===== src/common/api_defs.svh =====
`ifndef API_DEFS_SVH
`define API_DEFS_SVH

// Chain and buffer sizes
`define API_NUM            10
`define API_RX_DEPTH       512
`define API_TX_DEPTH       64

// Exchange layout in 32-bit words
`define API_WORK_LEN       23
`define API_RX_BLOCK_LEN   11
`define API_MAX_CHIP_IN_CH 5

`define API_EMPTY_NONCE    32'hbeafbeaf
`define API_RESULT_TAG     8'h12

// APB register map, byte offsets
`define API_APB_AW         8
`define API_ADDR_STATE     8'h00
`define API_ADDR_TIMEOUT   8'h04
`define API_ADDR_SCK       8'h08
`define API_ADDR_CH_NUM    8'h0c
`define API_ADDR_WORD_NUM  8'h10
`define API_ADDR_TX_DATA   8'h14
`define API_ADDR_RX_DATA   8'h18
`define API_ADDR_RX_COUNT  8'h1c

`endif


===== src/logic/api_fifo.sv =====
`timescale 1ns/1ps

module api_fifo #(
	parameter int DEPTH = 64,
	parameter int WIDTH = 32
) (
	input  logic                   clk,
	input  logic                   rst,
	input  logic                   wr_en,
	input  logic [WIDTH-1:0]       din,
	input  logic                   rd_en,
	output logic [WIDTH-1:0]       dout,
	output logic                   empty,
	output logic                   full,
	output logic [$clog2(DEPTH):0] count
);
	localparam int AW = $clog2(DEPTH);
	localparam logic [AW-1:0] PTR_ONE = AW'(1);
	localparam logic [AW-1:0] PTR_LAST = AW'(DEPTH - 1);
	localparam logic [AW:0] CNT_ONE = (AW+1)'(1);
	localparam logic [AW:0] CNT_FULL = (AW+1)'(DEPTH);

	logic [WIDTH-1:0] mem [DEPTH];
	logic [AW-1:0]    wr_ptr;
	logic [AW-1:0]    rd_ptr;
	logic             wr_ok;
	logic             rd_ok;

	assign wr_ok = wr_en && !full;
	assign rd_ok = rd_en && !empty;
	assign empty = count == '0;
	assign full = count == CNT_FULL;

	// First word falls through to the output
	assign dout = mem[rd_ptr];

	always_ff @(posedge clk) begin
		if (wr_ok) begin
			mem[wr_ptr] <= din;
		end
	end

	always_ff @(posedge clk) begin
		if (rst) begin
			wr_ptr <= '0;
			rd_ptr <= '0;
			count <= '0;
		end else begin
			if (wr_ok) begin
				wr_ptr <= (wr_ptr == PTR_LAST) ? '0 : wr_ptr + PTR_ONE;
			end
			if (rd_ok) begin
				rd_ptr <= (rd_ptr == PTR_LAST) ? '0 : rd_ptr + PTR_ONE;
			end
			case ({wr_ok, rd_ok})
				2'b10: count <= count + CNT_ONE;
				2'b01: count <= count - CNT_ONE;
				default: count <= count;
			endcase
		end
	end

	a_count_bound: assert property (@(posedge clk) disable iff (rst) count <= CNT_FULL);

endmodule


===== config.mk =====
export PLATFORM = sky130hd
export DESIGN_NAME = api_fifo
export DESIGN_NICKNAME = d
export VERILOG_FILES = /design/src/common/api_defs.svh /design/src/logic/api_fifo.sv
export SDC_FILE = /design/constraint.sdc
export NUM_CORES = 2
export LEC_CHECK = 0
export ABC_CLOCK_PERIOD_IN_PS = 4900
export BUFFER_PORTS_ARGS = -buffer_cell sky130_fd_sc_hd__clkbuf_2
export CAP_MARGIN = 5
export CELL_PAD_IN_SITES_DETAIL_PLACEMENT = 1
export CELL_PAD_IN_SITES_GLOBAL_PLACEMENT = 1
export CORE_AREA = 2 2 420 318
export CTS_CLUSTER_DIAMETER = 200
export DETAILED_ROUTE_END_ITERATION = 6
export DIE_AREA = 0 0 422 320
export PLACE_DENSITY = 0.83
export SLEW_MARGIN = 20
export SYNTH_ARGS = -nofsm -noshare
export SYNTH_HDL_FRONTEND = slang
export SYNTH_SLANG_ARGS = --single-unit

===== constraint.sdc =====
create_clock -name clk -period 4.9 [get_ports clk]
set_clock_uncertainty 0.15 [all_clocks]
set_input_delay 0.245 -clock clk [delete_from_list [all_inputs] [get_ports clk]]
set_output_delay 0.245 -clock clk [all_outputs]
set_load 0.01 [all_outputs]

* Yosys cells after proc, flatten, opt, wreduce, memory -nomap -nowiden
Memory sizes are Yosys's and may differ from the RTL's. A register that Yosys moved wholly into a read port is not among the register bits.
Index checks and enable logic that the tools add are counted.
** Storage, ports and cells
- Memory bits (writable) :: 2048
- Register bits after elaboration :: 19
- Output and inout bits :: 41
- Memories :: 1
- Bits of input ports :: 36
** Memory list
- mem :: words 64, bits a word 32, rd ports 1, clocked after Yosys merged registers in 1, wr ports 1, RTL line api_fifo.sv:23 : logic [WIDTH-1:0] mem [DEPTH];
** Operators by class
- Mux-type cells :: 7
- Add/subtract/negate cells :: 4
- Equality and inequality tests :: 5
- Reductions and logical operators :: 6
** Operators with widths (count)
- 6-bit two-way mux :: 4
- 7-bit one-hot mux with 2 select lines :: 1
- 6-bit by 1-bit adder with 6-bit output, second input constant :: 2
- 6-bit equality test, second input constant :: 2
- 7-bit by 1-bit adder with 7-bit output, second input constant :: 1
- 7-bit equality test, second input constant :: 1
- 7-bit logical NOT :: 1
- 7-bit by 1-bit subtractor with 7-bit output, second input constant :: 1
- 2-bit by 1-bit equality test with 1-bit output, second input constant :: 1
- 2-bit equality test, second input constant :: 1
- 1-bit logical AND :: 2
- 1-bit logical NOT :: 2
- 1-bit two-way mux :: 2
- 2-bit nonzero test :: 1

* Longest topological paths before layout
- Depth in word-level cells :: 5
- Mapped depth :: 13
- Gate-level depth less buffers :: 11

* Worst setup path after synthesis
Ideal clock, no wire load.
- Kind :: register -> register
- From :: register count[1]
- To :: memory mem[59][0] (enable)
- Path slack :: 1426 ps
- Buffers on the path :: 1
- Arrival :: 2902 ps
- Data required time :: 4329 ps
- Period minus slack after synthesis :: 3474 ps
- Setup time :: 421 ps
- Cell stages (with the launch flop) :: 8
- Path through :: dfxtp_1 -> buf_2 -> nor4_2 -> a31oi_1 -> inv_1 -> nor2_1 -> nand3_1 -> nor2_1
** Between the ends
- Word-level cells in the longest chain between the ends :: 5
** Ends and longest elaborated chain
- from (decl) :: RTL line api_fifo.sv:15 : output logic [$clog2(DEPTH):0] count
- from (signal assigned) :: RTL line api_fifo.sv:56 : 2'b10: count <= count + CNT_ONE;
- from (signal assigned) :: RTL line api_fifo.sv:57 : 2'b01: count <= count - CNT_ONE;
- from (signal assigned) :: RTL line api_fifo.sv:58 : default: count <= count;
- 7-bit equality test :: RTL line api_fifo.sv:32 : assign full = count == CNT_FULL;
- 1-bit logical NOT :: RTL line api_fifo.sv:29 : assign wr_ok = wr_en && !full;
- 1-bit logical AND :: RTL line api_fifo.sv:29
- 1-bit two-way mux :: RTL line api_fifo.sv:38 : if (wr_ok) begin
- 1-bit two-way mux (not written as such) :: RTL line api_fifo.sv:39 : mem[wr_ptr] <= din;
- to (decl) :: RTL line api_fifo.sv:23
No other way between the ends.

==> metrics.md <==
| Metric | Value |
|---|---|
| WP data required | 4.51 ns |
| Sequential fraction of the synthesis area | 78.0% |
| Post-route ant nets | 0 |
| Max cap viols | 0 |
| Clock power share | between 30% and 40% |
| Max-slew violations | 0 |
| Slew @ Worst Pin | roughly 1.2 ns |
| 1st-iter DRT viols | approximately 7,300 |
| Post-route setup TNS | 0 ns |
| P per Cell Area | 454 mW/mm^2 |
| Clock root cell | clkbuf_16 |
| Hold Startpoint | din[10] |
| Drt pass-1 iters | 7 |
| Post-synth EDFFs | just over 2,000 |
| Slew HR | 22.1% |
| GR Overflow Total | 0 |
| Mux cell area share after synthesis | 15.8% |
| CORE AREA | between 0.1 and 0.15 sq mm |
| Post-route clock period utilization | 99.4% |
| F_max | 0.205 GHz |
| Gr usage total | 35.2% |
| I/O pins | 77 |
| Synth Area per Inst | 22.5 sq um |
| HPWL Detailed | 130,000 um |
| Synthesized-area fraction occupied by and/or/nand/nor cells | 1.92% |
| Overall Power | 40,500 uW |
| XOR/XNOR Fraction of Synth Area | 0.110% |
| Crit path kind | flop to output pin |
| Layout cell share with drive strength beyond 1 | 28.3% |
| Synth Warn # | 0 |
| Vias | ~42,000 |
| Worst Hold Class | primary input to flop |
| Worst-path clk slew | roughly 0.060 ns |
| Final Critical Period | 4.87 ns |
| Via count of the first global-routing pass | 42,700 |
| WL final | 234,000 um |
| DR vias/cell | 7.27 |
| Distinct cell type count after synthesis | 65 |
| Die Y | roughly 320 um |
| Gate power share | 14.9% |
| Die X | 422 um |
| CP Capture Type | output pin |
| Sink Count | between 2,000 and 2,500 |
| Setup violators final | 0 |
| Util after Layout | between 60% and 70% |
| DRC violations left | 0 |
| Worst Path Max Fanout | 18 |
| Switching fraction of total power | 25.6% |
| Area Overhead vs Synth | 12.3% |
| R2r startpoint | count[4] |
| Post-synthesis adder-cell area fraction | less than 1% |
| LEAKAGE | 0.0272 uW |
| Synth Register Bits | 2,073 |
| Pint | 30,200 uW |
| Largest stage delay on the critical path | 0.90 ns |
| Synth Net Count | 3,576 |
| Slowest-stage cell, CP | nor4_1 |
| Row count | 115 |
| First-pass GRT wire length | 333,000 um |
| Antenna violations before repair | 3 |
| Async SR Flop Fraction | 0% |
| Final Hold Fails | 0 |
| Routability congestion estimate | 0.851 |
| Clock Path Buffers | 3 |
| Area of the mapped netlist | 0.0795 sq mm |
| Mapped Cells | 3,535 |
| Initial Util | 60.9% |
| Design area | around 0.09 sq mm |
| Largest family of logic cells by synthesized area | multiplexers |
| CTS tree | yes |
| Clk_lat worst skew | about 0.85 ns |
| Reg power frac | 48.9% |
| Dpl cell area | 0.0831 sq mm |
| Largest net degree at the start of global routing | 68 |
| Nets@finish | 3,863 |
| H-tree levels | 4 |
| Per-cell routed wire length | slightly above 40 um |
| Status | complete, no violations |
| Num CTS Buffers | 185 |
| Worst Path Arrival | about 4.5 ns |
| Critical path cell sequence | nor2b_1, buf_4, nand2_1, o22ai_1, nor4_1, o22a_1, clkbuf_2 |
| Unrepaired setup endpoints after global routing | false |
| Peak supply drop | 0.000342 V |
| Port Buf Inserts | 76 |
| Compound-Gate Fraction of Synth Area | 2.51% |
| Net switching power | about 10,000 uW |
| Die area | 0.135 sq mm |
| Critical Path Source Type | flop |
| Primary FF master, synth | edfxtp_1 |
[metal layers]
metal | global-route usage, % | part of all wire [%] | up-vias
met5 | 0 | 0.017 | -
met1 | 50.4 | 36 | 21900
met3 | 6.23 | 12 | 537
met4 | 13.8 | 4.3 | 6
met2 | 55.2 | 48 | 3602
li1 | - | - | 15600
[metrics by stage]
step	worst slack, ns	hold slack, ns	cells
floorplan	1.43	0.194	3535
global placement	1.06	0.341	5354
detailed placement	0.992	0.363	5354
CTS	0.0617	0.0229	5723
global route	0.0433	0.0788	5725
finish	0.0311	0.0670	5729
[critical path, delay by kind of cell, from the launching register on]
| kind | cells | cell delay [ns] |
|---|---|---|
| buffers and inverters | 2 | 0.42 |
| and+or+nand+nor | 3 | 1.86 |
| DFF | 1 | 0.63 |
| AOI/OAI and AO/OA | 2 | 0.71 |
[layout make-up]
type	count	area, sq um
clock inverter	107	961
fill	10000	41300
sequential	2073	62000
multi-input combinational	1260	16700
timing repair buffer	295	2490
inverter	7	26.3
antenna	4	10.0
clock buffer	228	4900
tap	1755	2200
[cells in the mapped netlist, types with 5 or more instances]
master,n,area (sq um)
edfxtp_1,2048,61500
a2bb2oi_1,9,78.8
buf_1,7,26.3
mux4_2,490,11000
clkbuf_1,49,184
o22ai_1,113,707
a21oi_1,32,160
o21ai_0,23,115
mux2i_1,119,1190
nor2_1,116,435
inv_1,6,22.5
dfxtp_1,25,500
nand3_1,15,75.1
o211ai_1,9,67.6
o221ai_1,14,123
a31oi_1,7,43.8
buf_4,65,488
buf_6,27,304
mux2_2,31,349
nor2b_1,21,131
or3_1,6,37.5
buf_2,46,230
nor3_1,19,95.1
a211oi_1,16,120
nand2b_1,17,106
ha_1,5,62.6
a221oi_1,12,105
a221o_1,5,50.1
and2_1,6,37.5
nand3b_1,6,45.0
nor4_1,27,169
xor2_1,7,61.3
o22a_1,10,87.6
nand2_1,60,225
o21ai_1,11,55.1
[power groups by stage]
stage / Sequential (uW) / Combinational [uW] / Clock (uW)
after floorplan: 20100 / 3980 / 0
after global placement: 20200 / 5530 / 0
after detailed placement: 20200 / 5760 / 0
after CTS: 19900 / 5950 / 14700
after global routing: 19900 / 6250 / 15200
final: 19800 / 6030 / 14700
[kinds of logic after synthesis]
kind of cell,count (synthesis)
buffers and inverters,202
AO/OA/AOI/OAI,291
adder cells (fa/ha/maj),5
multiplexers,640
AND/OR/NAND/NOR,314
XOR/XNOR,10
flip-flops,2073
[sequential cells by signal (all words and copies together) (netlist names), named ones only]
name    cells
count       7
mem      2048
rd_ptr      6
wr_ptr      6
[layout by cell type, fill, tap and decap left out, types with 10 or more instances in the layout]
cell,n
clkbuf_1,38
dfxtp_1,19
clkinv_2,28
clkinv_1,44
o22ai_1,113
clkbuf_16,190
nand2b_1,17
edfxtp_1,2048
nor2_1,53
o21ai_0,23
nor2_4,63
nor3_1,19
clkbuf_2,75
a21oi_1,32
o221ai_1,14
buf_12,30
a221oi_1,12
a211oi_1,16
o21ai_1,11
mux2i_1,119
mux4_2,490
bufinv_16,16
mux2_2,31
o22a_1,10
nor4_1,27
dlygate4sd3_1,35
nand2_1,58
buf_4,155
nand3_1,15
nor2b_1,19
[what timing repair did]
action | in CTS | in global routing
setup endpoints to repair | 1 | 2
hold buffers | 34 | 1
endpoints found under the hold margin | 1724 | 64
gates resized for setup | 1 | 1
buffers inserted | 0 | 1
[path summary, 6_finish.rpt]
check / slack, ns / to / cells past startpoint
worst max-delay path: 0.03 / dout[13] / 7
worst min-delay path: 0.07 / mem[23][10] / 1
worst max register to register: 0.56 / mem[32][16] / 7
worst min register to register: 0.38 / flop / 2
No activity file was read; power rests on OpenSTA's default activity.
