`src/common/api_defs.svh`:
```
`ifndef API_DEFS_SVH
`define API_DEFS_SVH

// Chain and buffer sizes
`define API_NUM            10
`define API_RX_DEPTH       512
`define API_TX_DEPTH       64

// Exchange layout in 32-bit words
`define API_WORK_LEN       23
`define API_RX_BLOCK_LEN   11
`define API_MAX_CHIP_IN_CH 5

`define API_EMPTY_NONCE    32'hbeafbeaf
`define API_RESULT_TAG     8'h12

// APB register map, byte offsets
`define API_APB_AW         8
`define API_ADDR_STATE     8'h00
`define API_ADDR_TIMEOUT   8'h04
`define API_ADDR_SCK       8'h08
`define API_ADDR_CH_NUM    8'h0c
`define API_ADDR_WORD_NUM  8'h10
`define API_ADDR_TX_DATA   8'h14
`define API_ADDR_RX_DATA   8'h18
`define API_ADDR_RX_COUNT  8'h1c

`endif

```
`src/common/api_pkg.sv`:
```
package api_pkg;

	// Controller states
	typedef enum logic [1:0] {
		WAIT = 2'd0,
		WORK = 2'd1,
		NOP  = 2'd2
	} api_state_e;

	// Last word of a returned block, after retagging
	typedef struct packed {
		logic [15:0] nonce_hi;
		logic [7:0]  tag;
		logic [3:0]  spare;
		logic [3:0]  chip_id;
	} api_trailer_t;

	// Returned word, seen raw or as a trailer
	typedef union packed {
		logic [31:0]  raw;
		api_trailer_t trailer;
	} api_rx_word_u;

endpackage

```
`src/logic/api_regs.sv`:
```
`timescale 1ns/1ps
`include "api_defs.svh"

module api_regs (
	input  logic                           clk,
	input  logic                           rst,
	input  logic [`API_APB_AW-1:0]         paddr,
	input  logic                           psel,
	input  logic                           penable,
	input  logic                           pwrite,
	input  logic [31:0]                    pwdata,
	output logic [31:0]                    prdata,
	output logic                           pready,
	output logic                           pslverr,
	input  api_pkg::api_state_e            state,
	output logic [27:0]                    reg_timeout,
	output logic [7:0]                     reg_sck,
	output logic [5:0]                     reg_ch_num,
	output logic [7:0]                     reg_word_num,
	output logic                           tx_wr_en,
	output logic [31:0]                    tx_din,
	input  logic                           tx_full,
	output logic                           rx_rd_en,
	input  logic [31:0]                    rx_dout,
	input  logic                           rx_empty,
	input  logic [$clog2(`API_RX_DEPTH):0] rx_count
);
	logic access;
	logic wr_acc;
	logic rd_acc;
	logic mapped;
	logic tx_sel;
	logic rx_sel;

	// No wait states
	assign access = psel && penable;
	assign wr_acc = access && pwrite;
	assign rd_acc = access && !pwrite;
	assign pready = access;

	assign tx_sel = paddr == `API_ADDR_TX_DATA;
	assign rx_sel = paddr == `API_ADDR_RX_DATA;

	always_comb begin
		case (paddr)
			`API_ADDR_STATE, `API_ADDR_TIMEOUT, `API_ADDR_SCK, `API_ADDR_CH_NUM,
			`API_ADDR_WORD_NUM, `API_ADDR_TX_DATA, `API_ADDR_RX_DATA,
			`API_ADDR_RX_COUNT: mapped = 1'b1;
			default: mapped = 1'b0;
		endcase
	end

	// Data ports turn into single-cycle FIFO strobes
	assign tx_wr_en = wr_acc && tx_sel && !tx_full;
	assign tx_din = pwdata;
	assign rx_rd_en = rd_acc && rx_sel && !rx_empty;

	assign pslverr = access && (!mapped || (pwrite && tx_sel && tx_full) ||
		(!pwrite && rx_sel && rx_empty));

	always_ff @(posedge clk) begin
		if (rst) begin
			reg_timeout <= 28'd1000;
			reg_sck <= 8'd1;
			reg_ch_num <= 6'd9;
			reg_word_num <= 8'(`API_WORK_LEN);
		end else if (wr_acc) begin
			case (paddr)
				`API_ADDR_TIMEOUT: reg_timeout <= pwdata[27:0];
				`API_ADDR_SCK: reg_sck <= pwdata[7:0];
				`API_ADDR_CH_NUM: reg_ch_num <= pwdata[5:0];
				`API_ADDR_WORD_NUM: reg_word_num <= pwdata[7:0];
				default: ;
			endcase
		end
	end

	// Read data, valid during the access cycle
	always_comb begin
		case (paddr)
			`API_ADDR_STATE: prdata = 32'(state);
			`API_ADDR_TIMEOUT: prdata = 32'(reg_timeout);
			`API_ADDR_SCK: prdata = 32'(reg_sck);
			`API_ADDR_CH_NUM: prdata = 32'(reg_ch_num);
			`API_ADDR_WORD_NUM: prdata = 32'(reg_word_num);
			`API_ADDR_RX_DATA: prdata = rx_empty ? '0 : rx_dout;
			`API_ADDR_RX_COUNT: prdata = 32'(rx_count);
			default: prdata = '0;
		endcase
	end

	a_apb_enable: assert property (@(posedge clk) disable iff (rst) penable |-> psel);

endmodule

```
`config.mk`:
```
export PLATFORM = sky130hd
export DESIGN_NAME = api_regs
export DESIGN_NICKNAME = d
export VERILOG_FILES = /design/src/common/api_pkg.sv /design/src/logic/api_regs.sv
export VERILOG_INCLUDE_DIRS = /design/src /design/src/common
export SDC_FILE = /design/constraint.sdc
export NUM_CORES = 1
export LEC_CHECK = 0
export ABC_CLOCK_PERIOD_IN_PS = 2080
export BUFFER_PORTS_ARGS = -buffer_cell sky130_fd_sc_hd__buf_2
export CORE_ASPECT_RATIO = 1.2
export CORE_MARGIN = 3
export CORE_UTILIZATION = 41
export CTS_CLUSTER_SIZE = 25
export DETAILED_ROUTE_END_ITERATION = 16
export HOLD_SLACK_MARGIN = 0.12
export PLACE_DENSITY_LB_ADDON = 0.15
export SLEW_MARGIN = 25
export SYNTH_ARGS = -nofsm -noshare
export SYNTH_HDL_FRONTEND = slang
export SYNTH_SLANG_ARGS = --single-unit
```
`constraint.sdc`:
```
create_clock -name clk -period 2.08 [get_ports clk]
set_input_delay 0.208 -clock clk [delete_from_list [all_inputs] [get_ports clk]]
set_output_delay 0.208 -clock clk [all_outputs]
set_load 0.1 [all_outputs]
```
# [After elaboration in Yosys (flattened, before gate mapping)]
# Memory sizes are Yosys's and may differ from the RTL's.
# Index checks and enable logic that the tools add are counted.
[totals] ff_bits=50 mem_bits_ro=32 inputBits=91 out_inout_bits=118 word_cells=39 mem_count=1
[mem_list] name="(name not given)" depth=32 word_bits=1 read_ports=1 rd_clocked_by_memory_dff=0 wr=0 line_no="api_regs.sv:45" source="case (paddr)"
[classes] n_eq_ne=7 mux=3 reduce_logical=24
[ops] op="32-bit case mux with 7 select lines" n=1
[ops] op="8-bit by 5-bit == test with 1-bit output (second input constant)" n=4
[ops] op="32-bit 2-to-1 mux" n=1
[ops] op="8-bit by 4-bit == test with 1-bit output (second input constant)" n=2
[ops] op="1-bit logical AND" n=12
[ops] op="8-bit by 3-bit == test with 1-bit output (second input constant)" n=1
[ops] op="8-bit zero test" n=1
[ops] op="2-bit AND reduction" n=4
[ops] op="1-bit zero test" n=4
[ops] op="3-bit zero test" n=1
[ops] op="1-bit logical OR" n=2
[ops] op="1-bit 2-to-1 mux" n=1

# [Depth between registers and ports, before layout]
[depth] depth_word=6 mapped_depth=7 ltp_nobuf=4

# [Worst setup path before layout]
# No wires, ideal clock.
[synth_path] path_type="input-to-output" start="input port paddr[6]" end="output port rx_rd_en" arrival_ns=3.731 required_time_ns=1.872 path_slack_ns=-1.859 cell_stages=5 path_buffers=2 path_cell_list="or4_4 -> buf_6 -> nor4b_2 -> clkbuf_1 -> nor3b_1"
[synth_between] elab_chain_len=3
[synth_lines] element="start, declared" line_no="api_regs.sv:7" source="input logic [`API_APB_AW-1:0] paddr,"
[synth_lines] element="8-bit by 5-bit == test with 1-bit output"
[synth_lines] element="1-bit logical AND (2 in series)" line_no="api_regs.sv:56" source="assign rx_rd_en = rd_acc && rx_sel && !rx_empty;"
[synth_lines] element="end, declared" line_no="api_regs.sv:23" source="output logic rx_rd_en,"
# Every way passes these cells.

# [Worst setup path in the final report]
[layout_path] start="input port paddr[6]" end="output port prdata[2]"
[layout_between] elab_chain_len=2 word_cells_on_any_way=8 classes_between="eq/ne: 6; mux: 1; reduce/logical: 1"
[layout_lines] element="8-bit by 5-bit == test with 1-bit output, or another cell as far along" line_no="api_regs.sv:80" source="case (paddr)"
[layout_lines] element="32-bit case mux with 7 select lines *" line_no="api_regs.sv:80"
[layout_lines] element="end, declared" line_no="api_regs.sv:12" source="output logic [31:0] prdata,"
# Every way passes the cells marked *; elsewhere a longest branch is shown, timed or not.

==> results.py <==
metrics = {
    "floorplan": {
        "initial_core_util_pct": 42.44,
        "io_pins": 209,
        "dieArea_um2": 8146,
        "die_y_um": 98.27,
        "dieWidth_um": 82.90,
        "core_area_um2": 6854,
        "rows": 33,
    },
    "synthesis": {
        "synth.distinct_cells": 41,
        "synth_xor_area_share_pct": 0,
        "synthAdderAreaFrac_pct": 0,
        "synth_top_area_cell": "dfxtp_1",
        "synth_compound_gate_area_share_pct": 19.23,
        "avgSynthCellArea_um2": 8.607,
        "synth_flop_cell": "dfxtp_1",
        "ys_seq_area_share_pct": 34.41,
        "yosysMostFrequentCell": "dfxtp_1",
        "synth_top_family_by_area": "simple AND/OR/NAND/NOR gates",
        "yosys.area_share.simple_pct": 22.80,
        "muxShareOfSynthArea_pct": 10.67,
        "yosys_warnings": 0,
        "async_reset_ff_share_pct": 0,
        "syn_nets": 429,
        "synthTopCellsByCount": "50 x dfxtp_1, 46 x nand2_1, 34 x nor2_1",
        "synth_cells": 338,
        "synth_area_um2": 2909,
        "synth_edf_count": 0,
        "yosys-top-cells-area": "dfxtp_1 34%, buf_4 8.5%, a22o_1 8.1%",
        "synth_top_area_share_pct": 34.41,
        "synth-seq-cells": 50,
    },
    "pwr": {
        "power_frac_clock_pct": 28.1,
        "power.density_nw_per_um2": 424.2,
        "p_int_mw": 1.331,
        "power_mw": 2.055,
        "p_leak_nw": 2.234,
        "seq_power_share_pct": 46.6,
        "power.switching_mw": 0.7239,
        "ir_drop_mv": 0.2958,
        "netSwitchingFraction_pct": 35.22,
        "pwr-share-comb_pct": 25.3,
    },
    "timing": {
        "relSlewSlack_pct": 66.57,
        "skew_ns": 0,
        "holdWs_ns": 0.1516,
        "layout_min_cycle_time_ns": 2.065,
        "drv_slew": 0,
        "tns_ns": 0,
        "tightest_slew_ns": 0.5049,
        "hold_violations": 0,
        "finalCritPeriodShare_pct": 99.26,
        "fmax_mhz": 484.3,
        "fin_ws_ns": 0.01532,
        "rsz0062_at_grt": "yes",
        "setup_viol": 0,
    },
    "critical_path": {
        "critPathArrivalTime_ns": 1.86,
        "end_kind": "output pin",
        "path_delay_family": "simple AND/OR/NAND/NOR gates",
        "cp_slowest_cell": "or4_4",
        "crit_top_cell": "buf_6",
        "crit_type": "in2out",
        "crit_path_max_fanout": 6,
        "reg2reg_slack_ns": 1.24,
        "path_buf_inv": 3,
        "cp-start-kind": "primary input",
        "required_ns": 1.87,
        "cpPeakStageDelay_ns": 0.60,
        "path_cells": "buf_6 > or4_4 > buf_6 > or2_4 > o211ai_1 > buf_12",
    },
    "place": {
        "dp_slack_ns": -0.05696,
        "place_inst": 594,
        "gp_congestion": 0.7950,
        "placed_cell_area_um2": 4712,
        "place_hpwl_um": 7877,
        "portBuffers": 200,
    },
    "grt": {
        "grt_use_total_pct": 23.85,
        "grt_max_degree": 51,
        "grt_pass1_wl_um": 15990,
        "antenna_found_initial": 0,
        "grt_pass1_vias": 3129,
        "grt_overflow": 0,
    },
    "layout": {
        "nets": 606,
        "final_layout_size_suffix_gt1_share_pct": 57.36,
        "syn_to_final_growth_pct": 66.54,
        "fin_area_um2": 4845,
        "utilization_pct": 70.68,
        "finalNonFillerCells": 603,
        "diodes": 0,
    },
    "drt": {
        "routedWlPerCell_um": 16.64,
        "vias": 3184,
        "first_pass_iters": 4,
        "totalWireLength_um": 10030,
        "ant_nets": 0,
        "drc": 0,
        "viasPerCell": 5.280,
        "dr.first_iter.drc_count": 122,
    },
    "cts": {
        "clk_pin_slew_worst_paths_ns": 0.10,
        "ctsHoldBuffers": 0,
        "cts_buffers": 5,
        "clock_path_buffers": 2,
        "tritoncts": "built",
        "clock_sinks": 50,
        "cts_root_buffer": "clkbuf_8",
        "cts_max_level": 2,
        "clk_latency_ns": 0.29,
    },
    "hold_path": {
        "min_path_type": "in2reg",
    },
    "status": {
        "outcome": "completed",
    },
    "run": {
        "cap_violations": 0,
    },
}
==> worst register-to-register path, cell delays in order (launching register included) <==
cell     delay, ns
dfxtp_2       0.34
nor2b_1       0.13
a211o_1       0.27
==> routing by layer <==
layer | GRT usage (%) | wire [um]
met2 | 44.26 | 5481
met5 | 0 | 0
met3 | 5.063 | 668
met1 | 28.42 | 3820
met4 | 4.151 | 64
==> repair_timing <==
| action | in CTS | in global routing |
|---|---|---|
| pin swaps | 1 | 1 |
| buffers inserted | 0 | 1 |
| resized for setup | 4 | 3 |
| hold endpoints to repair | 0 | 0 |
| endpoints found under the setup margin | 27 | 28 |
==> area by class of cell <==
class                      instances  area, um2
tap                               87      108.9
clock buffer                       5      68.82
timing repair buffer             227       1807
fill                             526       2009
inverter                           1      3.754
clock inverter                     3      18.77
multi-input combinational        230       1828
sequential                        50       1010
==> logic make-up after synthesis <==
family	after synthesis
compound gates	76
mux	29
flops	50
simple gates	125
buf+inv	58
==> state kept, by name (all words and copies together), names as in the netlist <==
| name | flops |
|---|---|
| reg_timeout | 28 |
| reg_word_num | 8 |
| reg_sck | 8 |
| reg_ch_num | 6 |
==> cell usage in the layout, fill, tap and decap left out, drive strengths merged <==
cell and count:
buf 227, dfxtp 50, nand2 46, nor2 36, a22o 27, a21oi 23, mux2i 22, nor2b 6
mux2 6, o21bai 6, and2 6, a22oi 5, clkbuf 5, nand3 5, nand2b 4, a211o 4
nor4 4, nand4 3, a221oi 3, a32oi 3, nand4b 3, nor4b 3, or4 2, or3b 2
o211ai 2, clkinv 2, nor3 2, inv 2, or2 1, o221ai 1, o21ai 1, mux4 1
nand3b 1, nor3b 1, a41oi 1
==> power groups by stage <==
stage / Combinational, mW / Sequential [mW] / Clock (mW)
global route: 0.543 / 0.957 / 0.621
finish: 0.520 / 0.957 / 0.578
floorplan: 0.412 / 0.982 / 0
CTS: 0.518 / 0.957 / 0.590
global placement: 0.511 / 0.979 / 0
detailed placement: 0.514 / 0.979 / 0
==> worst paths after layout <==
kind | depth (start not counted) | from | to
worst max-delay path | 6 | paddr[6] | prdata[2]
worst min-delay path | 3 | pwdata[19] | reg_timeout[19]$_SDFFE_PP0P_
worst max register to register | 2 | reg_word_num[2]$_SDFFE_PP1P_ | reg_word_num[2]$_SDFFE_PP1P_
worst min register to register | 2 | reg_timeout[11]$_SDFFE_PP0P_ | reg_timeout[11]$_SDFFE_PP0P_
No activity file was read; power rests on OpenSTA's default activity.
