### config.mk
export PLATFORM = sky130hd
export DESIGN_NAME = api_ctrl
export DESIGN_NICKNAME = d
export VERILOG_FILES = /design/src/common/api_pkg.sv /design/src/api_ctrl/api_ctrl.sv /design/src/api_ctrl/api_phy.sv
export VERILOG_INCLUDE_DIRS = /design/src /design/src/common
export SDC_FILE = /design/constraint.sdc
export NUM_CORES = 1
export LEC_CHECK = 0
export BUFFER_PORTS_ARGS = -buffer_cell sky130_fd_sc_hd__buf_2
export CORE_ASPECT_RATIO = 0.8
export CORE_MARGIN = 5
export CORE_UTILIZATION = 49
export CTS_CLUSTER_DIAMETER = 50
export DETAILED_ROUTE_END_ITERATION = 16
export MAX_ROUTING_LAYER = met4
export PLACE_DENSITY = 0.83
export SKIP_LAST_GASP = 1
export SLEW_MARGIN = 20
export SYNTH_ARGS = -nofsm -noshare
export SYNTH_HDL_FRONTEND = slang
export SYNTH_SLANG_ARGS = --single-unit
### constraint.sdc
create_clock -name clk -period 4.7 [get_ports clk]
set_input_delay 0.47 -clock clk [delete_from_list [all_inputs] [get_ports clk]]
set_output_delay 0.47 -clock clk [all_outputs]
set_load 0.01 [all_outputs]
### src/common/api_defs.svh
`ifndef API_DEFS_SVH
`define API_DEFS_SVH

// Chain and buffer sizes
`define API_NUM            10
`define API_RX_DEPTH       512
`define API_TX_DEPTH       64

// Exchange layout in 32-bit words
`define API_WORK_LEN       23
`define API_RX_BLOCK_LEN   11
`define API_MAX_CHIP_IN_CH 5

`define API_EMPTY_NONCE    32'hbeafbeaf
`define API_RESULT_TAG     8'h12

// APB register map, byte offsets
`define API_APB_AW         8
`define API_ADDR_STATE     8'h00
`define API_ADDR_TIMEOUT   8'h04
`define API_ADDR_SCK       8'h08
`define API_ADDR_CH_NUM    8'h0c
`define API_ADDR_WORD_NUM  8'h10
`define API_ADDR_TX_DATA   8'h14
`define API_ADDR_RX_DATA   8'h18
`define API_ADDR_RX_COUNT  8'h1c

`endif

### src/common/api_pkg.sv
package api_pkg;

	// Controller states
	typedef enum logic [1:0] {
		WAIT = 2'd0,
		WORK = 2'd1,
		NOP  = 2'd2
	} api_state_e;

	// Last word of a returned block, after retagging
	typedef struct packed {
		logic [15:0] nonce_hi;
		logic [7:0]  tag;
		logic [3:0]  spare;
		logic [3:0]  chip_id;
	} api_trailer_t;

	// Returned word, seen raw or as a trailer
	typedef union packed {
		logic [31:0]  raw;
		api_trailer_t trailer;
	} api_rx_word_u;

endpackage

### src/api_ctrl/api_ctrl.sv
`timescale 1ns/1ps
`include "api_defs.svh"

module api_ctrl (
	input  logic                           clk,
	input  logic                           rst,
	output api_pkg::api_state_e            state,
	input  logic [27:0]                    reg_timeout,
	input  logic [7:0]                     reg_sck,
	input  logic [5:0]                     reg_ch_num,
	input  logic [7:0]                     reg_word_num,
	output logic                           tx_rd_en,
	input  logic [31:0]                    tx_dout,
	input  logic [$clog2(`API_TX_DEPTH):0] tx_count,
	output logic                           rx_wr_en,
	output api_pkg::api_rx_word_u          rx_din,
	input  logic [$clog2(`API_RX_DEPTH):0] rx_count,
	output logic [`API_NUM-1:0]            load,
	output logic                           sck,
	output logic                           mosi,
	input  logic [`API_NUM-1:0]            miso,
	output logic                           led_nonce_l,
	output logic                           led_nonce_h
);
	import api_pkg::*;

	localparam int RXCW = $clog2(`API_RX_DEPTH) + 1;
	localparam int PW = $clog2(`API_WORK_LEN);
	localparam int RX_RESERVE = `API_RX_BLOCK_LEN * `API_MAX_CHIP_IN_CH;
	localparam logic [PW-1:0] POS_LAST = PW'(`API_WORK_LEN - 1);
	localparam logic [PW-1:0] POS_TRAILER = PW'(`API_RX_BLOCK_LEN - 1);
	localparam logic [PW-1:0] POS_NONCE = PW'(2);
	localparam logic [3:0] NOP_LAST = 4'd14;

	api_state_e      nxt_state;
	logic            enter_work;
	logic            leave_nop;
	logic [27:0]     tmo_cnt;
	logic            tmo_busy;
	logic [RXCW-1:0] rx_free;
	logic            can_start;
	logic [7:0]      word_cnt;
	logic [PW-1:0]   pos_cnt;
	logic [5:0]      ch_cnt;
	logic [3:0]      nop_cnt;
	logic            mosi_vld;
	logic            miso_vld;
	logic [31:0]     miso_dat;
	logic            miso_sel;
	logic [3:0]      chip_id;
	logic            nonce_hit;

	assign tmo_busy = tmo_cnt != '0;
	assign rx_free = RXCW'(`API_RX_DEPTH) - rx_count;
	// Whole exchange must be buffered and its results must fit
	assign can_start = !tmo_busy && reg_word_num != '0 &&
		8'(tx_count) >= reg_word_num && rx_free >= RXCW'(RX_RESERVE);

	always_comb begin
		nxt_state = state;
		case (state)
			WAIT: if (can_start) nxt_state = WORK;
			WORK: if (word_cnt == reg_word_num) nxt_state = NOP;
			NOP: if (nop_cnt == NOP_LAST) nxt_state = WAIT;
			default: nxt_state = WAIT;
		endcase
	end

	assign enter_work = state == WAIT && nxt_state == WORK;
	assign leave_nop = state == NOP && nxt_state == WAIT;

	always_ff @(posedge clk) begin
		if (rst) begin
			state <= WAIT;
			tmo_cnt <= '0;
			word_cnt <= '0;
			pos_cnt <= '0;
			nop_cnt <= '0;
			mosi_vld <= 1'b0;
		end else begin
			state <= nxt_state;
			// Timeout restarts with every exchange
			if (enter_work) begin
				tmo_cnt <= reg_timeout;
			end else if (tmo_busy) begin
				tmo_cnt <= tmo_cnt - 28'd1;
			end
			if (enter_work) begin
				word_cnt <= '0;
				pos_cnt <= '0;
			end else if (state == WORK && miso_vld) begin
				word_cnt <= word_cnt + 8'd1;
				pos_cnt <= (pos_cnt == POS_LAST) ? '0 : pos_cnt + PW'(1);
			end
			nop_cnt <= (state == NOP) ? nop_cnt + 4'd1 : '0;
			// Next word goes out right after the previous one returns
			mosi_vld <= enter_work ||
				(state == WORK && miso_vld && word_cnt + 8'd1 < reg_word_num);
		end
	end

	always_ff @(posedge clk) begin
		if (rst) begin
			load <= ~`API_NUM'(1);
			ch_cnt <= '0;
		end else if (leave_nop) begin
			load <= {load[`API_NUM-2:0], load[`API_NUM-1]};
			ch_cnt <= (ch_cnt >= reg_ch_num) ? '0 : ch_cnt + 6'd1;
		end
	end

	assign tx_rd_en = mosi_vld;

	// Only the selected chip can pull the merged line low
	assign miso_sel = &(miso | load);

	always_comb begin
		chip_id = '0;
		for (int i = 0; i < `API_NUM; i++) begin
			if (!load[i]) chip_id = 4'(i);
		end
	end

	assign rx_wr_en = state == WORK && miso_vld && pos_cnt < PW'(`API_RX_BLOCK_LEN);

	always_comb begin
		rx_din.raw = miso_dat;
		if (pos_cnt == POS_TRAILER) begin
			rx_din.trailer.tag = `API_RESULT_TAG;
			rx_din.trailer.spare = '0;
			rx_din.trailer.chip_id = chip_id;
		end
	end

	// Nonce word split by channel half
	assign nonce_hit = rx_wr_en && pos_cnt == POS_NONCE && miso_dat != `API_EMPTY_NONCE;
	assign led_nonce_l = nonce_hit && ch_cnt <= 6'd4;
	assign led_nonce_h = nonce_hit && ch_cnt > 6'd4;

	api_phy api_phy_i (
		.clk      (clk),
		.rst      (rst),
		.reg_sck  (reg_sck),
		.mosi_vld (mosi_vld),
		.mosi_dat (tx_dout),
		.miso_vld (miso_vld),
		.miso_dat (miso_dat),
		.sck      (sck),
		.mosi     (mosi),
		.miso     (miso_sel)
	);

	a_load_onehot: assert property (@(posedge clk) disable iff (rst) $onehot(~load));

	// A word can only return after at least one full cycle in WORK
	a_rx_in_work: assert property (@(posedge clk) disable iff (rst)
		rx_wr_en |-> state == WORK && $past(state) == WORK);

endmodule

### src/api_ctrl/api_phy.sv
`timescale 1ns/1ps

module api_phy (
	input  logic        clk,
	input  logic        rst,
	input  logic [7:0]  reg_sck,
	input  logic        mosi_vld,
	input  logic [31:0] mosi_dat,
	output logic        miso_vld,
	output logic [31:0] miso_dat,
	output logic        sck,
	output logic        mosi,
	input  logic        miso
);
	logic        busy;
	logic [7:0]  div_cnt;
	logic [5:0]  edge_cnt;
	logic        tick;
	logic        last;
	logic        start;
	logic [31:0] tx_sh;
	logic [31:0] rx_sh;

	// One sck half period every reg_sck+1 clocks
	assign tick = busy && div_cnt == reg_sck;
	// 64th edge of sck ends the word
	assign last = tick && edge_cnt == 6'd63;
	assign start = mosi_vld && !busy;

	assign miso_vld = last;
	assign miso_dat = rx_sh;

	always_ff @(posedge clk) begin
		if (rst) begin
			busy <= 1'b0;
			div_cnt <= '0;
			edge_cnt <= '0;
			sck <= 1'b0;
			mosi <= 1'b0;
		end else if (start) begin
			busy <= 1'b1;
			div_cnt <= '0;
			edge_cnt <= '0;
			mosi <= mosi_dat[31];
		end else if (tick) begin
			div_cnt <= '0;
			edge_cnt <= edge_cnt + 6'd1;
			sck <= ~sck;
			if (last) begin
				busy <= 1'b0;
				mosi <= 1'b0;
			end else if (sck) begin
				// Falling edge, next bit out
				mosi <= tx_sh[30];
			end
		end else if (busy) begin
			div_cnt <= div_cnt + 8'd1;
		end
	end

	always_ff @(posedge clk) begin
		if (start) begin
			tx_sh <= mosi_dat;
		end else if (tick && sck) begin
			tx_sh <= {tx_sh[30:0], 1'b0};
		end
		// Sample on the rising edge
		if (tick && !sck) begin
			rx_sh <= {rx_sh[30:0], miso};
		end
	end

	a_no_overlap: assert property (@(posedge clk) disable iff (rst) mosi_vld |-> !busy);

endmodule

======== After elaboration in Yosys (flattened, before gate mapping) ========
Cells that the tools add are included.
cells by class
  $lt $le $gt $ge ......................... 7
  equality and inequality tests ........... 11
  reductions and logical operators ........ 38
  bitwise gates (word level) .............. 4
  muxes and demuxes ....................... 27
  $add $sub $neg .......................... 8
operators by type and width
  kind                                                                             count
  31-bit two-way mux                                                               2
  28-bit two-way mux                                                               2
  4-bit two-way mux                                                                8
  32-bit != test, second input constant                                            1
  28-bit nonzero test                                                              1
  28-bit by 1-bit subtractor with 28-bit output, second input constant             1
  1-bit logical AND                                                                17
  8-bit by 1-bit adder with 8-bit output, second input constant                    2
  8-bit == test                                                                    2
  16-bit two-way mux                                                               1
  6-bit by 1-bit adder with 6-bit output, second input constant                    2
  10-bit by 6-bit >= comparator with 1-bit output, second input constant           1
  10-bit bitwise OR                                                                1
  10-bit AND reduction                                                             1
  10-bit subtractor, first input constant                                          1
  7-bit by 8-bit >= comparator with 1-bit output                                   1
  8-bit less-than comparator                                                       1
  1-bit two-way mux                                                                8
  2-bit nonzero test                                                               4
  8-bit nonzero test                                                               1
  6-bit == test, second input constant                                             1
  6-bit >= comparator                                                              1
  6-bit by 3-bit greater-than comparator with 1-bit output, second input constant  1
  6-bit by 3-bit <= comparator with 1-bit output, second input constant            1
  21 further kinds                                                                 33
word-level totals
  output and inout bits ................... 50
  flip-flop bits (word level) ............. 144
  input bits .............................. 111
  word-level logic and storage cells ...... 110

======== Logic depth before layout (Yosys ltp) ========
Gate-level depths: netlist of run 1.
  depth after elaboration ................. 10
  depth in mapped cells ................... 10
  mapped depth without buffers ............ 9

======== Modules after synthesis ========
Synthesis of run 1 repeated with hierarchy kept, for this count alone.
unflattened totals
  cell total of the unflattened synthesis .. 717
  area, all modules ....................... 7335.8 um2
modules (own cells, without submodules)
  module    area each (um2)  cells an instance  times used  seq. area each (um2)
  api_ctrl  4112.7           503                1           1281.2
  api_phy   3223.1           214                1           2232.1

======== Least setup slack after synthesis of run 1 ========
No wires, ideal clock.
  kind .................................... input -> register
  start ................................... input reg_sck[1]
  end ..................................... register api_phy_i.rx_sh[0] (netlist: api_phy_i.miso_dat[0]), enable pin
  data required time ...................... 4.199 ns
  arrival time ............................ 3.962 ns
  stages on the path ...................... 3
  buffers on the path ..................... 0
  slack ................................... 0.237 ns
  library setup time ...................... 0.501 ns
  cells stage by stage .................... xnor2_1 > nand4_1 > nor4_1
on the way
  word-level cells in the longest chain between the ends .. 3
RTL lines
  element                 line           text
  start: declaration      api_ctrl.sv:9  input logic [7:0] reg_sck,
  8-bit == test           api_phy.sv:25  assign tick = busy && div_cnt == reg_sck;
  1-bit logical AND       api_phy.sv:25
  1-bit logical AND       api_phy.sv:68  if (tick && !sck) begin
  end signal: assignment  api_phy.sv:69  rx_sh <= {rx_sh[30:0], miso};
  end: declaration        api_phy.sv:22  logic [31:0] rx_sh;
Every way passes these cells.
A chain may end at the register's enable or synchronous reset.

======== Final worst setup path of run 1 ========
  start ................................... register api_phy_i.edge_cnt[0]
  end ..................................... output led_nonce_l
on the way
  word-level cells in the longest chain between the ends .. 7
RTL lines
  element                             line             text
  start: declaration                  api_phy.sv:17    logic [5:0] edge_cnt;
  start signal: assignment            api_phy.sv:47    edge_cnt <= edge_cnt + 6'd1;
  6-bit == test                       api_phy.sv:27    assign last = tick && edge_cnt == 6'd63;
  1-bit logical AND                   api_phy.sv:27
  1-bit logical AND (2 in series)     api_ctrl.sv:124  assign rx_wr_en = state == WORK && miso_vld && pos_cnt < PW'(`API_RX_BLOCK_LEN);
  1-bit logical AND                   api_ctrl.sv:136  assign nonce_hit = rx_wr_en && pos_cnt == POS_NONCE && miso_dat != `API_EMPTY_NONCE;
  1-bit logical AND (no source line)  --
  1-bit logical AND                   api_ctrl.sv:137  assign led_nonce_l = nonce_hit && ch_cnt <= 6'd4;
  end: declaration                    api_ctrl.sv:22   output logic led_nonce_l,
Every way passes these cells.

==> results.cfg, run 1 <==
[floorplanning]
floorplan.die.height_um = 119
fp.dieArea_um2 = 17400
initial_core_utilization = 0.505
coreArea_um2 = 14400
num_rows = 39
die_width_um = 146
floorplan.io_pins = 161

[global_routing]
grt_first_pass_wirelength_um = 26700
grt_util_all_layers = 0.193
global_route.overflow_total = 0
antenna_found_initial = 0
grt_pass1_vias = 5458
largest_net_degree_at_the_start_of_global_routing = 36

[drt]
viasPerCell = 5.40
final_antenna_net_count = 0
routed_wire_length_um = 16200
avgRoutedWirePerCell_um = 15.6
detail_route.drc_violations = 0
detail_route.first_pass.iterations = 5
detailroute.via_count = 5595
initialDrtViolationCount = 362

[setup_path]
worst_r2r_path_depth = 6
timing.critical_path.slowest_cell_delay_ns = 0.66
cp_cell_sequence = ha_1 > nand2_1 > or4_4 > or4_1 > a211oi_1 > nand4_1 > nor2_1 > buf_2
cpMaxStageDelayCell = or4_1
timing.critical_path.arrival_ns = 3.04
reg2reg_setup_slack_ns = 1.80
critical_path.max_fanout = 11
cp-end-kind = output pin
cp-start-kind = flop
r2r-start = tmo_cnt[8]
criticalPathCategory = flop to output pin
rr_endpoint = tmo_cnt[3]
required_ns = 4.23

[sta]
setup_total_negative_slack_ns = 0
rsz0062_at_grt = no
finalHoldViolCount = 0
final_max_slew_viol_count = 0
timing.clock.skew_ns = 0.0107
timing_worst_slew_pin_value_ns = 0.957
maxSlewHeadroom = 0.360
final_period_minus_worst_setup_slack_ns = 3.51
max_freq_ghz = 0.285
setup-violations-final = 0
fin_crit_sh = 0.746

[synth]
yosysWarnings = 0
netlist-cell-type-count = 59
ys_async_sr_fraction = 0
postSynthNetCount = 838
synth_seq_area_share = 0.482
cell_area_after_synthesis_um2 = 7290
yosys_register_bits = 144
synth_area_per_cell_um2 = 10.5
synth-edff-count = 63
synth_top_flop_cell = dfxtp_1
syn_inst = 695

[clock_tree]
cts_sinks = 144
tritoncts_clock_tree = built
post_cts_resize_count = 0
cts.htree.levels = 4
hold_buffers = 0
clk_path_buf_depth = 2
worstSkewPairLatency_ns = 0.42
clk_root_buffer_cell = clkbuf_16
cts_inserted_buffers = 17
postCtsSetupBuffers = 0
clkTransAtPathRegs_ns = 0.06

[finish]
end_of_flow_core_utilization = 0.608
post_layout_nets = 982
diodes = 0
flow.area_growth_from_synthesis_pct = 20.4
post_route_cells_drive_above_1_share = 0.289

[power]
worst_ir_drop_vdd_v = 0.000270
total_leakage_power_nw = 3.63
p_int_w = 0.00270
power.net_switching_w = 0.00122
p_comb_frac = 0.253
power.density_nw_per_um2 = 446
sequentialPowerShare = 0.397
power.clock.fraction = 0.349
power.share.switching = 0.310

[status]
outcome = complete, no violations

[hold_path]
hp-class = input port to flop
worst_hold_path.endpoint = tmo_cnt[12]
min_from = reg_timeout[12]
holdPathStages = 2

[job]
maxCapViolations = 0

[place]
dp.final_hpwl_um = 11900
gp_congestion = 0.843
port-buffer-count = 160
[layout by cell type (no fill, tap or decap), types with 13 or more instances in the layout]
cell / synthesis / final
a21oi_1: 17 / 17
buf_2: 5 / 160
clkbuf_16: 0 / 17
dfxtp_1: 81 / 81
edfxtp_1: 63 / 63
ha_1: 32 / 32
inv_1: 26 / 26
mux2_2: 30 / 30
nand2_1: 35 / 35
nand3_1: 13 / 13
nand4_1: 19 / 19
nor2_1: 70 / 70
nor2b_1: 22 / 21
nor3_1: 18 / 18
nor4_1: 17 / 16
o21ai_0: 15 / 15
xnor2_1: 31 / 31
xor2_1: 34 / 34
[registers in the layout, summed over array words and instances, names as in the netlist]
signal,cells
word_cnt,8
pos_cnt,5
state,2
api_phy_i.sck,1
api_phy_i.div_cnt,8
api_phy_i.edge_cnt,6
tx_rd_en,1
api_phy_i.tx_sh,31
tmo_cnt,28
ch_cnt,6
api_phy_i.miso_dat,32
load,10
api_phy_i.mosi,1
api_phy_i.busy,1
nop_cnt,4
[cells by family (layout without fill, tap and decap cells)]
family,count (synthesis),count (layout),share of synthesized area
compound gates,100,100,0.0959
xor+xnor,65,65,0.0781
fa+ha+maj,32,32,0.0549
buf+inv,69,226,0.0451
flops,144,144,0.482
mux,38,38,0.0573
simple gates,247,247,0.187
[synthesized netlist by cell type, types with 5 or more instances]
library cell	count	share of area
or3_1	9	0.0077
xor2_1	34	0.041
clkbuf_1	18	0.0093
nor2_1	70	0.036
ha_1	32	0.055
xnor2_1	31	0.037
nor2b_1	22	0.019
nand2_1	35	0.018
mux2_2	30	0.046
buf_2	5	0.0034
a31oi_1	5	0.0043
nand4b_1	5	0.0060
a21o_1	10	0.010
buf_4	17	0.018
dfxtp_1	81	0.22
or4_1	5	0.0051
mux2i_1	8	0.011
nor4_1	17	0.015
a22o_1	8	0.0096
inv_1	26	0.013
a21oi_1	17	0.012
nor3_1	18	0.012
edfxtp_1	63	0.26
a211o_1	12	0.014
o2bb2ai_1	12	0.014
o21ai_0	15	0.010
nand3_1	13	0.0089
nand4_1	19	0.016
[area by class of cell]
| cell class | instances | area, um2 |
|---|---|---|
| tap | 184 | 230 |
| clock buffer | 18 | 429 |
| sequential | 144 | 3510 |
| clock inverter | 14 | 168 |
| fill | 1149 | 5670 |
| multi-input combinational | 482 | 3480 |
| inverter | 27 | 101 |
| timing repair buffer | 167 | 861 |
[routing by layer]
layer	GRT usage	vias to the layer above	share of wire	wire length [um]
li1	-	2801	-	-
met1	0.253	2604	0.47	7540
met2	0.297	164	0.46	7380
met3	0.0383	26	0.058	945
met4	0.0758	0	0.020	328
met5	-	-	0	0
[critical path, delay by kind of cell (launching register included)]
family	cells	cell delay [ns]
flip-flops	1	0.37
adder cells (fa/ha/maj)	1	0.20
AO/OA/AOI/OAI	1	0.35
buffers and inverters	1	0.14
AND/OR/NAND/NOR	5	1.56
[how the worst max path moves through the flow]
stage,startpoint,to,cells past startpoint
detailed placement,reg_sck[1],led_nonce_l,8
finish,api_phy_i.edge_cnt[0],led_nonce_l,8
CTS,api_phy_i.edge_cnt[0],led_nonce_l,8
floorplan,reg_sck[1],api_phy_i.miso_dat[0],3
global route,api_phy_i.edge_cnt[0],led_nonce_l,8
global placement,api_phy_i.edge_cnt[0],led_nonce_l,8
[power by group through the flow]
stage | sequential [W] | clock (W) | combinational, W
floorplan | 0.00155 | 0 | 0.000777
global placement | 0.00157 | 0 | 0.000956
detailed placement | 0.00158 | 0 | 0.000983
CTS | 0.00155 | 0.00139 | 0.000988
global route | 0.00157 | 0.00145 | 0.00110
finish | 0.00156 | 0.00137 | 0.000992
[through the flow]
step	cell area (um2)	total power [W]	hold WS, ns	setup slack [ns]	std cells
final	8780	0.00392	0.246	1.19	1036
after global routing	8780	0.00412	0.244	0.989	1036
after CTS	8780	0.00393	0.234	1.18	1036
after detailed placement	8180	0.00256	0.451	1.64	1004
after global placement	8170	0.00253	0.445	1.67	1003
after floorplan	7290	0.00233	0.430	0.237	695
(Power assumes the default switching activity.)
==> run 2, diff against run 1 <==
Settings changed: ABC_AREA set to 1, CORE_UTILIZATION 49 to 50, PLACE_DENSITY 0.83 to 0.84.
Clock period 4.7 ns to 3.1 ns, I/O delays scaled along.
==> run 2 against run 1 <==
Effect of this change: via count increased by 27%; routed wire length increased by 18%; sequential power grew 40%; flip-flop and latch count did not move; largest power group unchanged; critical path type unchanged; clock skew down 0.0012 ns; clock power is 54% higher; count of clock-buffer cells in the layout is 1 lower.
==> results.cfg, run 2 <==
[sta]
setup-violations-final = 0
finalHoldViolCount = 0
max_freq_ghz = 0.365
timing.final.ws_setup_ns = 0.360
rsz0062_at_grt = no
setup_total_negative_slack_ns = 0
timing_worst_slew_pin_value_ns = 0.895
maxSlewHeadroom = 0.403
fin_crit_sh = 0.884
timing.clock.skew_ns = 0.00957
final_max_slew_viol_count = 0
final_period_minus_worst_setup_slack_ns = 2.74

[synth]
post-synth-top-count-cell = nand2_1
yosys_register_bits = 144
synth_area_per_cell_um2 = 7.69
post-synth-top-area-fraction = 0.240
netlist-cell-type-count = 47
cell_area_after_synthesis_um2 = 7890
ys_async_sr_fraction = 0
synth-edff-count = 63
post_synth_main_area_contributors = edfxtp_1 24%, dfxtp_1 21%, nand2_1 13%
yosysWarnings = 0
synth_top_cells_by_count = 277 x nand2_1, 140 x inv_1, 102 x nor2_1
synthDominantAreaCellType = edfxtp_1
synth_seq_area_share = 0.445
synth_top_flop_cell = dfxtp_1
postSynthNetCount = 1169
syn_inst = 1026

[floorplanning]
die_width_um = 150
num_rows = 41
floorplan.io_pins = 161
coreArea_um2 = 15600
fp.dieArea_um2 = 18400
initial_core_utilization = 0.504
floorplan.die.height_um = 122

[finish]
mostFrequentLayoutCells = 277 x nand2_1, 160 x buf_2, 140 x inv_1
flow.area_growth_from_synthesis_pct = 19.3
layout.filler_cells = 1335
post_layout_nets = 1319
diodes = 0
largest_register_ff_count = 32
mostFrequentLayoutCell = nand2_1
post_route_cells_drive_above_1_share = 0.192

[drt]
avgRoutedWirePerCell_um = 13.6
final_antenna_net_count = 0
detail_route.drc_violations = 0
initialDrtViolationCount = 519
viasPerCell = 5.07
detailroute.via_count = 7121
routed_wire_length_um = 19100
detail_route.first_pass.iterations = 6

[setup_path]
cpMaxStageDelayCell = dfxtp_1
cp-end-kind = output pin
timing.critical_path.slowest_cell_delay_ns = 0.48
cp_cell_sequence = inv_2 > nor2_1 > nand3b_1 > nor2_2 > nand4_1 > nor4_4 > nand2_1 > nor2_1 > buf_2
required_ns = 2.79
cp-start-kind = flop
count_of_buffer_and_inverter_cells_on_the_critical_path = 2
criticalPathCategory = flop to output pin
timing.critical_path.mode_cell = nor2_1
timing.critical_path.arrival_ns = 2.43
critical_path.max_fanout = 9
critical_path.top_delay_family = simple AND/OR/NAND/NOR gates

[clock_tree]
tritoncts_clock_tree = built
cts.htree.levels = 4
hold_buffers = 0
worstSkewPairLatency_ns = 0.42
cts_sinks = 144
cts_inserted_buffers = 17
clk_root_buffer_cell = clkbuf_16
clkTransAtPathRegs_ns = 0.06
clk_path_buf_depth = 2

[global_routing]
antenna_found_initial = 0
grt_first_pass_wirelength_um = 30600
global_route.overflow_total = 0
grt_pass1_vias = 6556
largest_net_degree_at_the_start_of_global_routing = 36
grt_util_all_layers = 0.214

[place]
port-buffer-count = 160
gp_congestion = 0.929
dpl_worst_slack_ns = 0.728
dp.final_hpwl_um = 14300

[power]
power.density_nw_per_um2 = 608
worst_ir_drop_vdd_v = 0.000381
total_leakage_power_nw = 4.44
totalPowerFinal_w = 0.00572

[job]
maxCapViolations = 0

[status]
outcome = complete, no violations

[hold_path]
hp-class = input port to flop
-- run 2: logic make-up (layout without fill, tap and decap cells) --
family / count (synthesis) / after routing / share of synthesized area
buffers and inverters: 183 / 346 / 0.0983
flip-flops: 144 / 144 / 0.445
AND/OR/NAND/NOR: 530 / 530 / 0.296
AO/OA/AOI/OAI: 112 / 112 / 0.0818
adder cells (fa/ha/maj): 32 / 32 / 0.0507
XOR/XNOR: 25 / 25 / 0.0278
-- run 2: routing by layer --
layer,GRT usage,wire [um],vias to the layer above
li1,-,-,3643
met2,0.315,8320,287
met4,0.0686,296,0
met5,-,0,-
met1,0.298,8980,3166
met3,0.0417,1500,25
-- run 2: cell type report --
type,count,area (um2),area share
multi-input combinational,699,3610,0.384
sequential,144,3510,0.373
timing repair buffer,168,861,0.0915
inverter,146,549,0.0584
clock buffer,17,425,0.0452
tap,215,269,0.0286
clock inverter,15,181,0.0193
-- run 2: path summary, 6_finish.rpt --
path / startpoint / end / slack [ns] / depth (start not counted)
setup / recovery: api_phy_i.busy / led_nonce_h / 0.36 / 9
hold / removal: reg_timeout[19] / tmo_cnt[19] / 0.13 / 3
setup reg to reg: tmo_cnt[0] / tmo_cnt[6] / 0.76 / 10
hold reg to reg: api_phy_i.miso_dat[4] / api_phy_i.miso_dat[5] / 0.46 / 0
-- run 2: stage by stage --
stage	hold WS, ns	util	instance area [um2]	cells
detailed placement	0.445	0.562	8800	1372
floorplan	0.426	-	7890	1026
global route	0.131	0.602	9410	1404
CTS	0.113	0.601	9400	1404
finish	0.133	0.602	9410	1404
global placement	0.434	0.562	8800	1372
-- run 2: power by group --
part           internal, W  switching [W]
registers          0.00209      0.0000883
logic             0.000514       0.000917
clock network      0.00128       0.000835
-- run 2: tightest hold or removal path, stage by stage --
cell and delay [ns]:
buf_2 0.10, nand2_1 0.05, a21oi_1 0.05
-- run 2: timing repair --
item | in CTS | in global routing
endpoints found under the setup margin | 0 | 1
hold endpoints to repair | 0 | 0
setup buffers | 0 | 0
resized for setup | 0 | 1
==> run 3, diff against run 2 <==
Settings changed: GPL_TIMING_DRIVEN set to 0.
==> run 3 against run 2 <==
Effect of this change: critical endpoint is now led_nonce_l; first-iteration DRC count rose by 7.5%; hold slack improved by 0.0016 ns; worst setup slack got worse by 0.099 ns.
==> results.cfg, run 3 (synthesized netlist as in run 2, its figures left out) <==
[setup_path]
criticalPathCategory = flop to output pin
timing.critical_path.arrival_ns = 2.53
required_ns = 2.79
cp-start-kind = flop
reg2reg_setup_slack_ns = 0.88
cp-end-kind = output pin
critical_path.max_fanout = 8

[floorplanning]
num_rows = 41
fp.dieArea_um2 = 18400
die_width_um = 150
floorplan.die.height_um = 122
coreArea_um2 = 15600
initial_core_utilization = 0.504
floorplan.io_pins = 161

[sta]
final_period_minus_worst_setup_slack_ns = 2.84
timing.final.ws_setup_ns = 0.261
final_max_slew_viol_count = 0
timing_worst_slew_pin_value_ns = 0.772
max_freq_ghz = 0.352
setup-violations-final = 0
timing.clock.skew_ns = 0.00863
maxSlewHeadroom = 0.482
rsz0062_at_grt = no
finalHoldViolCount = 0
setup_total_negative_slack_ns = 0
fin_crit_sh = 0.916

[finish]
ff_latch_area_um2 = 3510
layoutNonFillerInstCount = 1435
mostFrequentLayoutCells = 276 x nand2_1, 161 x buf_2, 140 x inv_1
post_layout_nets = 1349
multi_input_comb_area_um2 = 3610
mostFrequentLayoutCell = nand2_1
layout.filler_cells = 1336
post_route_cells_drive_above_1_share = 0.201
post_route_cell_area_um2 = 9600
largest_register_ff_count = 32
flow.area_growth_from_synthesis_pct = 21.6

[job]
maxCapViolations = 0

[clock_tree]
clk_path_buf_depth = 2
cts.htree.levels = 4
worstSkewPairLatency_ns = 0.42
tritoncts_clock_tree = built
clk_root_buffer_cell = clkbuf_16
cts_inserted_buffers = 17
post_cts_resize_count = 0
cts_sinks = 144
postCtsSetupBuffers = 0
hold_buffers = 0
clkTransAtPathRegs_ns = 0.06

[place]
gp_congestion = 0.935
placed_cells = 1402
port-buffer-count = 160
dpl_worst_slack_ns = 0.698
dpl-instance-area_um2 = 9000
dp.final_hpwl_um = 14900

[power]
worst_ir_drop_vdd_v = 0.000392
total_leakage_power_nw = 4.54
power.density_nw_per_um2 = 594

[global_routing]
use_met3 = 0.0458
use_met1 = 0.304
grt_pass1_vias = 6631
grt_first_pass_wirelength_um = 31300
grt_util_all_layers = 0.218
antenna_found_initial = 1
grt-busiest-layer = met2
largest_net_degree_at_the_start_of_global_routing = 33
grt_use_met2 = 0.324
global_route.overflow_total = 0

[drt]
detail_route.drc_violations = 0
detailroute.via_count = 7306
initialDrtViolationCount = 558
detail_route.first_pass.iterations = 5
final_antenna_net_count = 0
avgRoutedWirePerCell_um = 13.5
viasPerCell = 5.09
routed_wire_length_um = 19300

[hold_path]
hp-class = input port to flop

[status]
outcome = complete, no violations
[run 3: worst max-delay path, cell delays in order (launching register included)]
cell and delay (ns):
dfxtp_1 0.41, inv_2 0.05, nand2_1 0.10, nand2_1 0.07, nor2_1 0.11, nand3_1 0.10, nor2_2 0.25, nand4_1 0.20
nor4_2 0.37, nand2_1 0.18, nor2_1 0.12, buf_2 0.14
[run 3: final cells by class]
class / count / share of cell area
Antenna cell: 1 / 0.000261
Buffer: 37 / 0.0236
Clock buffer: 17 / 0.0443
Clock inverter: 15 / 0.0177
Inverter: 146 / 0.0572
Multi-Input combinational cell: 699 / 0.376
Sequential cell: 144 / 0.366
Tap cell: 215 / 0.0280
Timing Repair Buffer: 161 / 0.0863
[run 3: power by group]
part / internal [W] / total, W / switching [W] / leakage (nW)
Combinational: 0.000522 / 0.00144 / 0.000921 / 3.02
Clock: 0.00121 / 0.00207 / 0.000862 / 0.296
Sequential: 0.00209 / 0.00218 / 0.0000886 / 1.22
Total: 0.00383 / 0.00570 / 0.00187 / 4.54
[run 3: metrics by stage]
step,utilization,total power [W],hold WS (ns)
2_1_floorplan,-,0.00328,0.426
3_3_place_gp,0.573,0.00358,0.431
3_5_place_dp,0.575,0.00363,0.437
4_1_cts,0.613,0.00571,0.119
5_1_grt,0.613,0.00603,0.135
6_report,0.613,0.00570,0.135
[run 3: path summary, 6_finish.rpt]
path / cells after the start / end / startpoint
max reg2reg: 12 / api_phy_i.mosi / api_phy_i.busy
min: 3 / tmo_cnt[3] / reg_timeout[3]
min reg2reg: 0 / api_phy_i.miso_dat[15] / api_phy_i.miso_dat[14]
max: 11 / led_nonce_l / api_phy_i.div_cnt[5]
[run 3: metal layers]
layer	share of wire	wire, um
met1	0.47	9180
met2	0.44	8450
met3	0.074	1430
met4	0.015	284
met5	0	0
